File: config.mk
export PLATFORM = sky130hd
export DESIGN_NAME = tictactoe
export DESIGN_NICKNAME = d
export VERILOG_FILES = /design/src/verilog/ttt_pkg.sv /design/src/verilog/ai_playbook.sv /design/src/verilog/board_store.sv /design/src/verilog/cell_scanner.sv /design/src/verilog/line_judge.sv /design/src/verilog/move_checker.sv /design/src/verilog/tictactoe.sv
export SDC_FILE = /design/constraint.sdc
export NUM_CORES = 1
export LEC_CHECK = 0
export BUFFER_PORTS_ARGS = -buffer_cell sky130_fd_sc_hd__buf_2
export CAP_MARGIN = 20
export CORE_MARGIN = 4
export CORE_UTILIZATION = 60
export CTS_CLUSTER_SIZE = 30
export DETAILED_ROUTE_END_ITERATION = 10
export GPL_TIMING_DRIVEN = 0
export PLACE_DENSITY = 0.87
export SYNTH_ARGS = -nofsm -noshare
export SYNTH_HDL_FRONTEND = slang
export SYNTH_SLANG_ARGS = --single-unit
File: constraint.sdc
create_clock -name ph1 -period 7.1 [get_ports ph1]
set_input_delay 0.355 -clock ph1 [delete_from_list [all_inputs] [get_ports ph1]]
set_output_delay 0.355 -clock ph1 [all_outputs]
set_load 0.01 [all_outputs]
File: src/verilog/ttt_pkg.sv
// cells are numbered row-major 0..8; a row or column value of 3 is never a legal coordinate
package ttt_pkg;

    // board geometry
    localparam int GRID_DIM  = 3;
    localparam int NUM_CELLS = GRID_DIM * GRID_DIM;
    localparam int NUM_LINES = 2 * GRID_DIM + 2;

    typedef logic [1:0]             mark_t;
    typedef logic [1:0]             result_t;
    typedef logic [1:0]             coord_t;
    typedef logic [3:0]             cell_idx_t;
    typedef logic [2*NUM_CELLS-1:0] board_t;

    // cell contents and player marks
    localparam mark_t MARK_NONE = 2'b00;
    localparam mark_t MARK_O    = 2'b01;
    localparam mark_t MARK_X    = 2'b10;
    localparam mark_t MARK_BAD  = 2'b11;

    // game result, winner codes line up with the mark codes
    localparam result_t RES_PLAYING = 2'b00;
    localparam result_t RES_O_WIN   = 2'b01;
    localparam result_t RES_X_WIN   = 2'b10;
    localparam result_t RES_TIE     = 2'b11;

    localparam coord_t    COORD_BAD = 2'd3;
    localparam cell_idx_t LAST_CELL = cell_idx_t'(NUM_CELLS - 1);

    // rows, then columns, then the two diagonals
    localparam cell_idx_t WIN_LINES [NUM_LINES][3] = '{
        '{4'd0, 4'd1, 4'd2}, '{4'd3, 4'd4, 4'd5}, '{4'd6, 4'd7, 4'd8},
        '{4'd0, 4'd3, 4'd6}, '{4'd1, 4'd4, 4'd7}, '{4'd2, 4'd5, 4'd8},
        '{4'd0, 4'd4, 4'd8}, '{4'd2, 4'd4, 4'd6}
    };

    function automatic cell_idx_t cell_index(coord_t row, coord_t col);
        return cell_idx_t'(row * GRID_DIM + col);
    endfunction

    function automatic coord_t cell_row(cell_idx_t idx);
        return coord_t'(idx / GRID_DIM);
    endfunction

    function automatic coord_t cell_col(cell_idx_t idx);
        return coord_t'(idx % GRID_DIM);
    endfunction

    // indices past the last cell read as empty
    function automatic mark_t get_cell(board_t board, cell_idx_t idx);
        if (idx > LAST_CELL) begin
            return MARK_NONE;
        end
        return board[2*idx +: 2];
    endfunction

endpackage

File: src/verilog/ai_playbook.sv
// plays X only and assumes X opened top-left; on a full board the suggestion is cell 0
module ai_playbook import ttt_pkg::*; (
    input  board_t cells,
    output coord_t ai_row,
    output coord_t ai_col
);

    // bit k set when cell k is empty
    logic [NUM_CELLS-1:0] empty;

    logic      o_centre;
    logic      o_edge;
    cell_idx_t first_empty;
    cell_idx_t pick;

    always_comb begin
        for (int k = 0; k < NUM_CELLS; k++) begin
            empty[k] = (get_cell(cells, cell_idx_t'(k)) == MARK_NONE);
        end
    end

    // O's reply decides the book
    assign o_centre = (get_cell(cells, 4'd4) == MARK_O);
    assign o_edge   = (get_cell(cells, 4'd3) == MARK_O) ||
                      (get_cell(cells, 4'd6) == MARK_O);

    // fallback so that an empty cell is always found
    always_comb begin
        first_empty = 4'd0;
        for (int k = NUM_CELLS - 1; k >= 0; k--) begin
            if (empty[k]) begin
                first_empty = cell_idx_t'(k);
            end
        end
    end

    // every pattern requires its own target cell to be empty
    always_comb begin
        if (o_centre) begin
            casez (empty)
                9'b????????1: pick = 4'd0;
                // opposite corner
                9'b1???????0: pick = 4'd8;
                // then the other two corners
                9'b0?????1?0: pick = 4'd2;
                9'b0?1???0?0: pick = 4'd6;
                default:      pick = first_empty;
            endcase
        end else if (o_edge) begin
            casez (empty)
                9'b????????1: pick = 4'd0;
                // top right
                9'b??????1?0: pick = 4'd2;
                // middle right
                9'b???1??0?0: pick = 4'd5;
                // lower two cells of the middle column
                9'b?1?0??0?0: pick = 4'd7;
                9'b?0?01?0?0: pick = 4'd4;
                default:      pick = first_empty;
            endcase
        end else begin
            casez (empty)
                9'b????????1: pick = 4'd0;
                // bottom left
                9'b??1?????0: pick = 4'd6;
                // middle right keeps the tie safe
                9'b??01????0: pick = 4'd5;
                // take a cell in the centre column
                9'b??001???0: pick = 4'd4;
                9'b??000??10: pick = 4'd1;
                9'b?1000??00: pick = 4'd7;
                default:      pick = first_empty;
            endcase
        end
    end

    assign ai_row = cell_row(pick);
    assign ai_col = cell_col(pick);

endmodule

File: src/verilog/board_store.sv
// write_en must only rise for a legal empty cell; the store itself does not reject writes
module board_store import ttt_pkg::*; (
    input  logic   ph1,
    input  logic   reset,
    input  logic   write_en,
    input  coord_t write_row,
    input  coord_t write_col,
    input  mark_t  write_mark,
    output logic   cell_taken,
    output board_t cells
);

    cell_idx_t wr_idx;
    logic      addr_ok;

    // row-major cell number of the write port address
    assign wr_idx = cell_index(write_row, write_col);

    // coordinate 3 would alias onto a real cell, so mask it here
    assign addr_ok = (write_row != COORD_BAD) && (write_col != COORD_BAD);

    // occupancy lookup for the move checker
    assign cell_taken = addr_ok && (get_cell(cells, wr_idx) != MARK_NONE);

    // nine two-bit cells, one write per cycle
    always_ff @(posedge ph1) begin
        if (reset) begin
            cells <= '0;
        end else begin
            for (int k = 0; k < NUM_CELLS; k++) begin
                if (write_en && addr_ok && (wr_idx == cell_idx_t'(k))) begin
                    cells[2*k +: 2] <= write_mark;
                end
            end
        end
    end

endmodule

File: src/verilog/cell_scanner.sv
// shows one cell per cycle in row-major order, so a full sweep of the board takes nine cycles
module cell_scanner import ttt_pkg::*; (
    input  logic   ph1,
    input  logic   reset,
    input  board_t cells,
    output mark_t  xoro_out,
    output coord_t row_out,
    output coord_t col_out
);

    cell_idx_t scan_idx;

    // 0..8 then wrap
    always_ff @(posedge ph1) begin
        if (reset) begin
            scan_idx <= '0;
        end else if (scan_idx == LAST_CELL) begin
            scan_idx <= '0;
        end else begin
            scan_idx <= scan_idx + 4'd1;
        end
    end

    // position and contents of the current cell
    assign row_out  = cell_row(scan_idx);
    assign col_out  = cell_col(scan_idx);
    assign xoro_out = get_cell(cells, scan_idx);

endmodule

File: src/verilog/line_judge.sv
// assumes at most one player can hold a line; a board with lines for both reports X
module line_judge import ttt_pkg::*; (
    input  board_t  cells,
    output result_t result
);

    logic x_line;
    logic o_line;
    logic board_full;

    // mark that owns the whole line, or MARK_NONE
    function automatic mark_t line_owner(board_t board, int line);
        mark_t a;
        mark_t b;
        mark_t c;
        a = get_cell(board, WIN_LINES[line][0]);
        b = get_cell(board, WIN_LINES[line][1]);
        c = get_cell(board, WIN_LINES[line][2]);
        if ((a != MARK_NONE) && (a == b) && (b == c)) begin
            return a;
        end
        return MARK_NONE;
    endfunction

    always_comb begin
        x_line = 1'b0;
        o_line = 1'b0;
        for (int l = 0; l < NUM_LINES; l++) begin
            if (line_owner(cells, l) == MARK_X) begin
                x_line = 1'b1;
            end
            if (line_owner(cells, l) == MARK_O) begin
                o_line = 1'b1;
            end
        end
    end

    // tie needs every cell filled
    always_comb begin
        board_full = 1'b1;
        for (int k = 0; k < NUM_CELLS; k++) begin
            if (get_cell(cells, cell_idx_t'(k)) == MARK_NONE) begin
                board_full = 1'b0;
            end
        end
    end

    always_comb begin
        if (x_line) begin
            result = RES_X_WIN;
        end else if (o_line) begin
            result = RES_O_WIN;
        end else if (board_full) begin
            result = RES_TIE;
        end else begin
            result = RES_PLAYING;
        end
    end

endmodule

File: src/verilog/move_checker.sv
// ai_en on X's turn takes the playbook cell and ignores row_in and col_in; bad requests are dropped
module move_checker import ttt_pkg::*; (
    input  logic    ph1,
    input  logic    reset,
    input  mark_t   xoro_in,
    input  coord_t  row_in,
    input  coord_t  col_in,
    input  logic    ai_en,
    input  coord_t  ai_row,
    input  coord_t  ai_col,
    input  result_t result,
    input  logic    cell_taken,
    output logic    err,
    output logic    write_en,
    output coord_t  write_row,
    output coord_t  write_col,
    output mark_t   write_mark
);

    // MARK_X or MARK_O for the player to move
    mark_t turn;

    logic request;
    logic use_ai;

    logic gameover_err;
    logic parse_err;
    logic turn_err;
    logic ai_turn_err;
    logic ai_mix_err;

    // any mark or an ai_en pulse counts as a move attempt
    assign request = (xoro_in != MARK_NONE) || ai_en;

    // playbook wins the write port only when X is to move
    assign use_ai     = ai_en && (turn == MARK_X);
    assign write_row  = use_ai ? ai_row : row_in;
    assign write_col  = use_ai ? ai_col : col_in;
    assign write_mark = use_ai ? MARK_X : xoro_in;

    assign gameover_err = (result != RES_PLAYING);

    // coordinates are checked after source selection
    assign parse_err = (write_row == COORD_BAD) || (write_col == COORD_BAD) ||
                       (xoro_in == MARK_BAD);

    assign turn_err    = (xoro_in != MARK_NONE) && (xoro_in != turn);
    assign ai_turn_err = ai_en && (turn == MARK_O);

    // an AI request must not carry a manual mark as well
    assign ai_mix_err = ai_en && (xoro_in != MARK_NONE);

    // cell_taken comes back from the board lookup for the selected cell
    assign err = request && (gameover_err || parse_err || turn_err ||
                             ai_turn_err || ai_mix_err || cell_taken);

    // no board write while reset is held
    assign write_en = request && !err && !reset;

    // turn flips only on an accepted move
    always_ff @(posedge ph1) begin
        if (reset) begin
            turn <= MARK_X;
        end else if (write_en) begin
            turn <= (turn == MARK_X) ? MARK_O : MARK_X;
        end
    end

endmodule

File: src/verilog/tictactoe.sv
// one move request per cycle with no handshake; err is combinational on the move inputs
module tictactoe import ttt_pkg::*; (
    input  logic    ph1,
    input  logic    reset,
    input  mark_t   xoro_in,
    input  coord_t  row_in,
    input  coord_t  col_in,
    input  logic    ai_en,
    output logic    err,
    output mark_t   xoro_out,
    output coord_t  row_out,
    output coord_t  col_out,
    output result_t win
);

    // board write port driven by the move checker
    logic   write_en;
    coord_t write_row;
    coord_t write_col;
    mark_t  write_mark;
    logic   cell_taken;

    board_t cells;

    // playbook suggestion for X
    coord_t ai_row;
    coord_t ai_col;

    move_checker move_check (
        .ph1        (ph1),
        .reset      (reset),
        .xoro_in    (xoro_in),
        .row_in     (row_in),
        .col_in     (col_in),
        .ai_en      (ai_en),
        .ai_row     (ai_row),
        .ai_col     (ai_col),
        .result     (win),
        .cell_taken (cell_taken),
        .err        (err),
        .write_en   (write_en),
        .write_row  (write_row),
        .write_col  (write_col),
        .write_mark (write_mark)
    );

    board_store board (
        .ph1        (ph1),
        .reset      (reset),
        .write_en   (write_en),
        .write_row  (write_row),
        .write_col  (write_col),
        .write_mark (write_mark),
        .cell_taken (cell_taken),
        .cells      (cells)
    );

    line_judge judge (
        .cells  (cells),
        .result (win)
    );

    ai_playbook playbook (
        .cells  (cells),
        .ai_row (ai_row),
        .ai_col (ai_col)
    );

    cell_scanner scanner (
        .ph1      (ph1),
        .reset    (reset),
        .cells    (cells),
        .xoro_out (xoro_out),
        .row_out  (row_out),
        .col_out  (col_out)
    );

endmodule

==> flow_summary.toml, run 1 <==
[sta]
finalSetupTns_ps = 0
tightest_slew_ps = 607
fin_crit_ps = 6730
min_period_over_period_pct = 94.8
setup_viol = 0
finalHoldViolations = 0
max_clock_freq_mhz = 149
clock_skew_ps = 1.60
finalMaxSlewViolations = 0
slew_headroom_pct = 59.2

[synth]
synth.most_common_cell = "nor2_1"
synth_seq_cells = 24
synth_top_cells_by_count = "34 x nor2_1, 30 x inv_1, 24 x dfxtp_1, 18 x a21oi_1, 18 x o211ai_1"
synth_edf_count = 0
syn_nets = 393
async_reset_ff_share_pct = 0
yosysTopAreaCellShare_pct = 16.7
synth_cells = 368
syn_area_sq_mm = 0.00288
synth.distinct_cells = 78
synth_area_leader_cell = "dfxtp_1"
synth-main-ff-cell = "dfxtp_1"
avgSynthCellArea_sq_um = 7.81
synthTopCellsByArea = "dfxtp_1 17%, ha_1 6.1%, o211ai_1 4.7%"
yosysWarnings = 0
ys_seq_area_share_pct = 16.7

[global_routing]
track_usage_pct = 29.2
grt_antenna_before_repair = 0
grt-busiest-layer = "met2"
grt_pass1_vias = 2944
grt-ovfl-total = 0
met2_usage_pct = 46.1
grt_start_max_net_pins = 15
grt_pass1_wl_um = 14500
use_met1_pct = 40.3
met3_usage_pct = 4.80

[detailed_routing]
drc = 0
drt_wl_total_um = 8890
ant_nets = 0
num_vias = 3215
first_pass_iters = 8
via_per_inst = 7.21
drtIter0Drc = 513
wire_per_inst_um = 19.9

[clocking]
clk_pin_slew_worst_paths_ps = 80
cts-root-buf = "clkbuf_8"
cts_buffers = 3
cts_tree = "done"
htreeDepth = 1
clock_path_buffers = 2
clk_latency_ps = 270
clock_sinks = 24

[final_layout]
drive_gt1_share_pct = 21.1
diodes = 0
area_growth_pct = 11.6
layout.nets = 420
nFillCells = 366
layoutNonFillerInstCount = 446

[pwr]
p_sw_share_pct = 45.3
ir_drop_mv = 0.187
power.total_mw = 0.648
p_sw_mw = 0.293
seq_power_share_pct = 24.5
p_leak_nw = 1.17
internal_power_mw = 0.355
p_per_area_mw_per_mm2 = 202
power_frac_comb_pct = 57.0
clockPowerShare_pct = 18.5

[worst_setup_path]
start_kind = "flop"
rrSetupSlack_ps = 370
r2r-end = "move_check.turn[0]$_SDFFE_PP0P_"
cp.required_ps = 7240
worst_ep_arrival_time_ps = 6870
crit_buf_inv = 5
cpMaxStageDelayCell = "or4b_1"
crit_type = "reg -> reg"
crit_fanout = 10
r2r-start = "board.cells[11]$_SDFFE_PP0P_"
critPathCaptureType = "flop"
cpPeakStageDelay_ps = 470
crit_top_cell = "ha_1"
crit_family = "compound AO/OA/AOI/OAI gates"
ff2ff_path_depth = 29

[floorplanning]
chipWidth_um = 77.2
io_pins = 18
dieArea_sq_mm = 0.00596
core_sq_mm = 0.00450
start_util_pct = 63.8
rows = 24
chipHeight_um = 77.2

[place]
place.gp.congestion = 0.960
io_buffers = 16
hpwl_um = 6590
dpl.cell_count = 436

[min_path]
whs_path_depth = 3
worstHoldEndpoint = "move_check.turn[1]$_SDFFE_PP1P_"
hold_path.startpoint = "reset"
hold_class = "in -> reg"

[run]
drv_cap = 0

[run_status]
status = "finished clean"
==> how the worst max path moves through the flow <==
stage	startpoint	endpoint	depth (start not counted)
after CTS	board.cells[11]$_SDFFE_PP0P_	move_check.turn[0]$_SDFFE_PP0P_	30
after global routing	board.cells[13]$_SDFFE_PP0P_	move_check.turn[0]$_SDFFE_PP0P_	28
final	board.cells[11]$_SDFFE_PP0P_	move_check.turn[0]$_SDFFE_PP0P_	29
after detailed placement	board.cells[11]$_SDFFE_PP0P_	move_check.turn[0]$_SDFFE_PP0P_	30
after floorplan	board.cells[11]$_SDFFE_PP0P_	move_check.turn[0]$_SDFFE_PP0P_	30
after global placement	board.cells[11]$_SDFFE_PP0P_	move_check.turn[0]$_SDFFE_PP0P_	30
==> metal layers <==
layer  part of all wire, %  up-vias
li1                      -     1466
met1                    39     1448
met2                    45      265
met3                    12       36
met4                   3.2        0
met5                     0        -
==> area by class of cell <==
class / count / area, sq um / share of cell area [%]
Tap cell: 52 / 65.1 / 2.03
Sequential cell: 24 / 480 / 15.0
Inverter: 33 / 124 / 3.86
Timing Repair Buffer: 23 / 133 / 4.13
Clock buffer: 3 / 41.3 / 1.29
Multi-Input combinational cell: 281 / 2190 / 68.3
Clock inverter: 1 / 30.0 / 0.936
Buffer: 29 / 144 / 4.49
==> placed cells by master, fill, tap and decap left out, types with 4 or more instances in the layout <==
master	n
nor2_1	31
inv_1	30
dfxtp_1	24
buf_2	23
a21oi_1	18
o211ai_1	18
nand2_1	15
clkbuf_1	14
ha_1	14
o21ai_0	13
nor3_1	11
nor4bb_1	11
o22ai_1	10
buf_4	9
nand2b_1	9
o2111ai_1	9
nor4b_1	6
nand3_1	6
mux4_2	6
o21ai_1	5
nor2b_1	4
nor2_2	4
o22a_1	4
a31oi_1	4
a221oi_1	4
==> state kept, by name (all words and copies together), names as in the netlist <==
name and cells:
scanner.scan_idx 4, board.cells 18, move_check.turn 2
==> per-stage QoR <==
| step | util, % | instance area [sq um] | setup WS, ps | hold WS, ps |
|---|---|---|---|---|
| after floorplan | - | 2880 | 724 | 490 |
| after global placement | 67.1 | 3020 | 18.0 | 519 |
| after detailed placement | 67.1 | 3020 | -193 | 549 |
| after CTS | 69.1 | 3110 | 88.0 | 508 |
| after global routing | 71.2 | 3210 | -5.23 | 574 |
| final | 71.2 | 3210 | 367 | 523 |
==> power by group through the flow <==
stage | Clock, mW | Combinational, mW | Sequential [mW]
final | 0.120 | 0.370 | 0.159
after CTS | 0.121 | 0.342 | 0.157
after global placement | 0 | 0.326 | 0.159
after detailed placement | 0 | 0.336 | 0.160
after floorplan | 0 | 0.259 | 0.156
after global routing | 0.126 | 0.402 | 0.160
==> logic make-up after synthesis <==
group | after synthesis | share of synthesized area [%]
AND/OR/NAND/NOR | 127 | 26.5
flip-flops | 24 | 16.7
buffers and inverters | 63 | 9.27
adder cells (fa/ha/maj) | 16 | 7.48
multiplexers | 9 | 5.79
AO/OA/AOI/OAI | 127 | 33.6
XOR/XNOR | 2 | 0.609
==> what timing repair did <==
| action | CTS | global route |
|---|---|---|
| resized for setup | 1 | 16 |
| hold buffers | 0 | 0 |
| pin swaps | 2 | 6 |
| endpoints found under the setup margin | 11 | 21 |
| buffers inserted | 2 | 5 |
==> worst min-delay path: cells and delay by family <==
family | cells | cell delay [ps]
and+or+nand+nor | 1 | 130
buffers and inverters | 1 | 190
AOI/OAI and AO/OA | 1 | 70
Note: power is estimated with default switching activity, not from simulation.
==> inputs of run 2 (changes only) <==
CORE_MARGIN = unset   (was 4)
SKIP_CTS_REPAIR_TIMING = 1   (was unset)
==> run 2 against run 1 <==
Effect of this change: the run now ends with DRC left; setup slack worse by 120 ps; register-to-register slack worse by 120 ps; non-clock buffer count up 1; final cell count up 0.22%; clock skew up 1.3 ps; fmax down 1.7%; core utilization up 2.1 points.
==> flow_summary.toml, run 2 (synthesis results as in run 1) <==
[global_routing]
track_usage_pct = 34.5
grt_start_max_net_pins = 15
grt-ovfl-total = 0
grt_pass1_wl_um = 14000
grt_antenna_before_repair = 0
grt_pass1_vias = 2835

[worst_setup_path]
worst_ep_arrival_time_ps = 6990
crit_fanout = 10
cp.required_ps = 7240
crit_type = "reg -> reg"
cpMaxStageDelayCell = "fa_1"
start_kind = "flop"
cpPeakStageDelay_ps = 580
critPathCaptureType = "flop"

[sta]
fin_ws_ps = 252
finalSetupTns_ps = 0
setup_viol = 0
finalMaxSlewViolations = 0
fin_crit_ps = 6850
max_clock_freq_mhz = 146
min_period_over_period_pct = 96.4
slew_headroom_pct = 51.1
finalHoldViolations = 0
whs_ps = 554
tightest_slew_ps = 724
clock_skew_ps = 2.89

[final_layout]
layoutNonFillerInstCount = 447
diodes = 0
regMostFlops = "board.cells"
layout.nets = 421
reg_top3 = "board.cells x18, scanner.scan_idx x4, move_check.turn x2"
utilization_pct = 73.3
area_growth_pct = 14.1
final_common_cell = "nor2_1"
final_cell_mix = "31 x nor2_1, 30 x inv_1, 23 x dfxtp_1"
drive_gt1_share_pct = 23.5
largest_reg_flops = 18
design_area_sq_mm = 0.00328

[pwr]
p_per_area_mw_per_mm2 = 203
ir_drop_mv = 0.197
p_leak_nw = 1.21
power.total_mw = 0.667

[floorplanning]
rows = 24
core_sq_mm = 0.00447
io_pins = 18
dieArea_sq_mm = 0.00507
start_util_pct = 64.3
chipHeight_um = 71.2
chipWidth_um = 71.2

[min_path]
hold_class = "reg -> reg"

[detailed_routing]
drc = 2
drt_wl_total_um = 8760
via_per_inst = 7.19
drtIter0Drc = 537
wire_per_inst_um = 19.6
first_pass_iters = 11
num_vias = 3214
ant_nets = 0

[place]
hpwl_um = 6200
dpl.cell_count = 436
dp_slack_ps = -116
placed_area_sq_mm = 0.00302
io_buffers = 16
place.gp.congestion = 0.993

[run_status]
violations = "DRC"
status = "finished with violations"

[clocking]
clk_latency_ps = 270
cts_buffers = 3
clock_sinks = 24
cts_tree = "done"
clock_path_buffers = 2
cts-root-buf = "clkbuf_8"
htreeDepth = 1
clk_pin_slew_worst_paths_ps = 100

[run]
drv_cap = 0
## run 2: worst max-delay path: cells and delay by family (launching register included)
family,cells,cell delay (ps)
adders and majority gates,6,1920
AOI/OAI and AO/OA,10,1950
DFF,1,310
and+or+nand+nor,9,1950
buffers and inverters,5,560
## run 2: worst paths after layout
path	from	to	slack, ps	cells after the start
worst max-delay path	board.cells[11]$_SDFFE_PP0P_	move_check.turn[0]$_SDFFE_PP0P_	250	30
worst max register to register	board.cells[11]$_SDFFE_PP0P_	move_check.turn[0]$_SDFFE_PP0P_	250	30
worst min-delay path	move_check.turn[0]$_SDFFE_PP0P_	move_check.turn[0]$_SDFFE_PP0P_	550	2
worst min register to register	move_check.turn[0]$_SDFFE_PP0P_	move_check.turn[0]$_SDFFE_PP0P_	550	2
## run 2: cell type report
cell class / count / area [sq um]
Tap cell: 52 / 65.1
Buffer: 27 / 139
Fill cell: 342 / 1190
Timing Repair Buffer: 26 / 155
Inverter: 33 / 124
Clock inverter: 1 / 30.0
Clock buffer: 3 / 41.3
Sequential cell: 24 / 482
Multi-Input combinational cell: 281 / 2240
## run 2: metal layers
layer | GRT usage (%) | part of all wire, % | vias up
met5 | 0 | 0 | -
met4 | 12.7 | 3.5 | 0
met3 | 4.22 | 10 | 38
met2 | 56.0 | 45 | 221
met1 | 47.2 | 41 | 1479
li1 | - | - | 1476
## run 2: report_power, final
| part | switching [mW] | internal (mW) | leakage, nW |
|---|---|---|---|
| Sequential | 0.0122 | 0.146 | 0.195 |
| Clock | 0.0496 | 0.0755 | 0.0357 |
| Combinational | 0.241 | 0.143 | 0.977 |
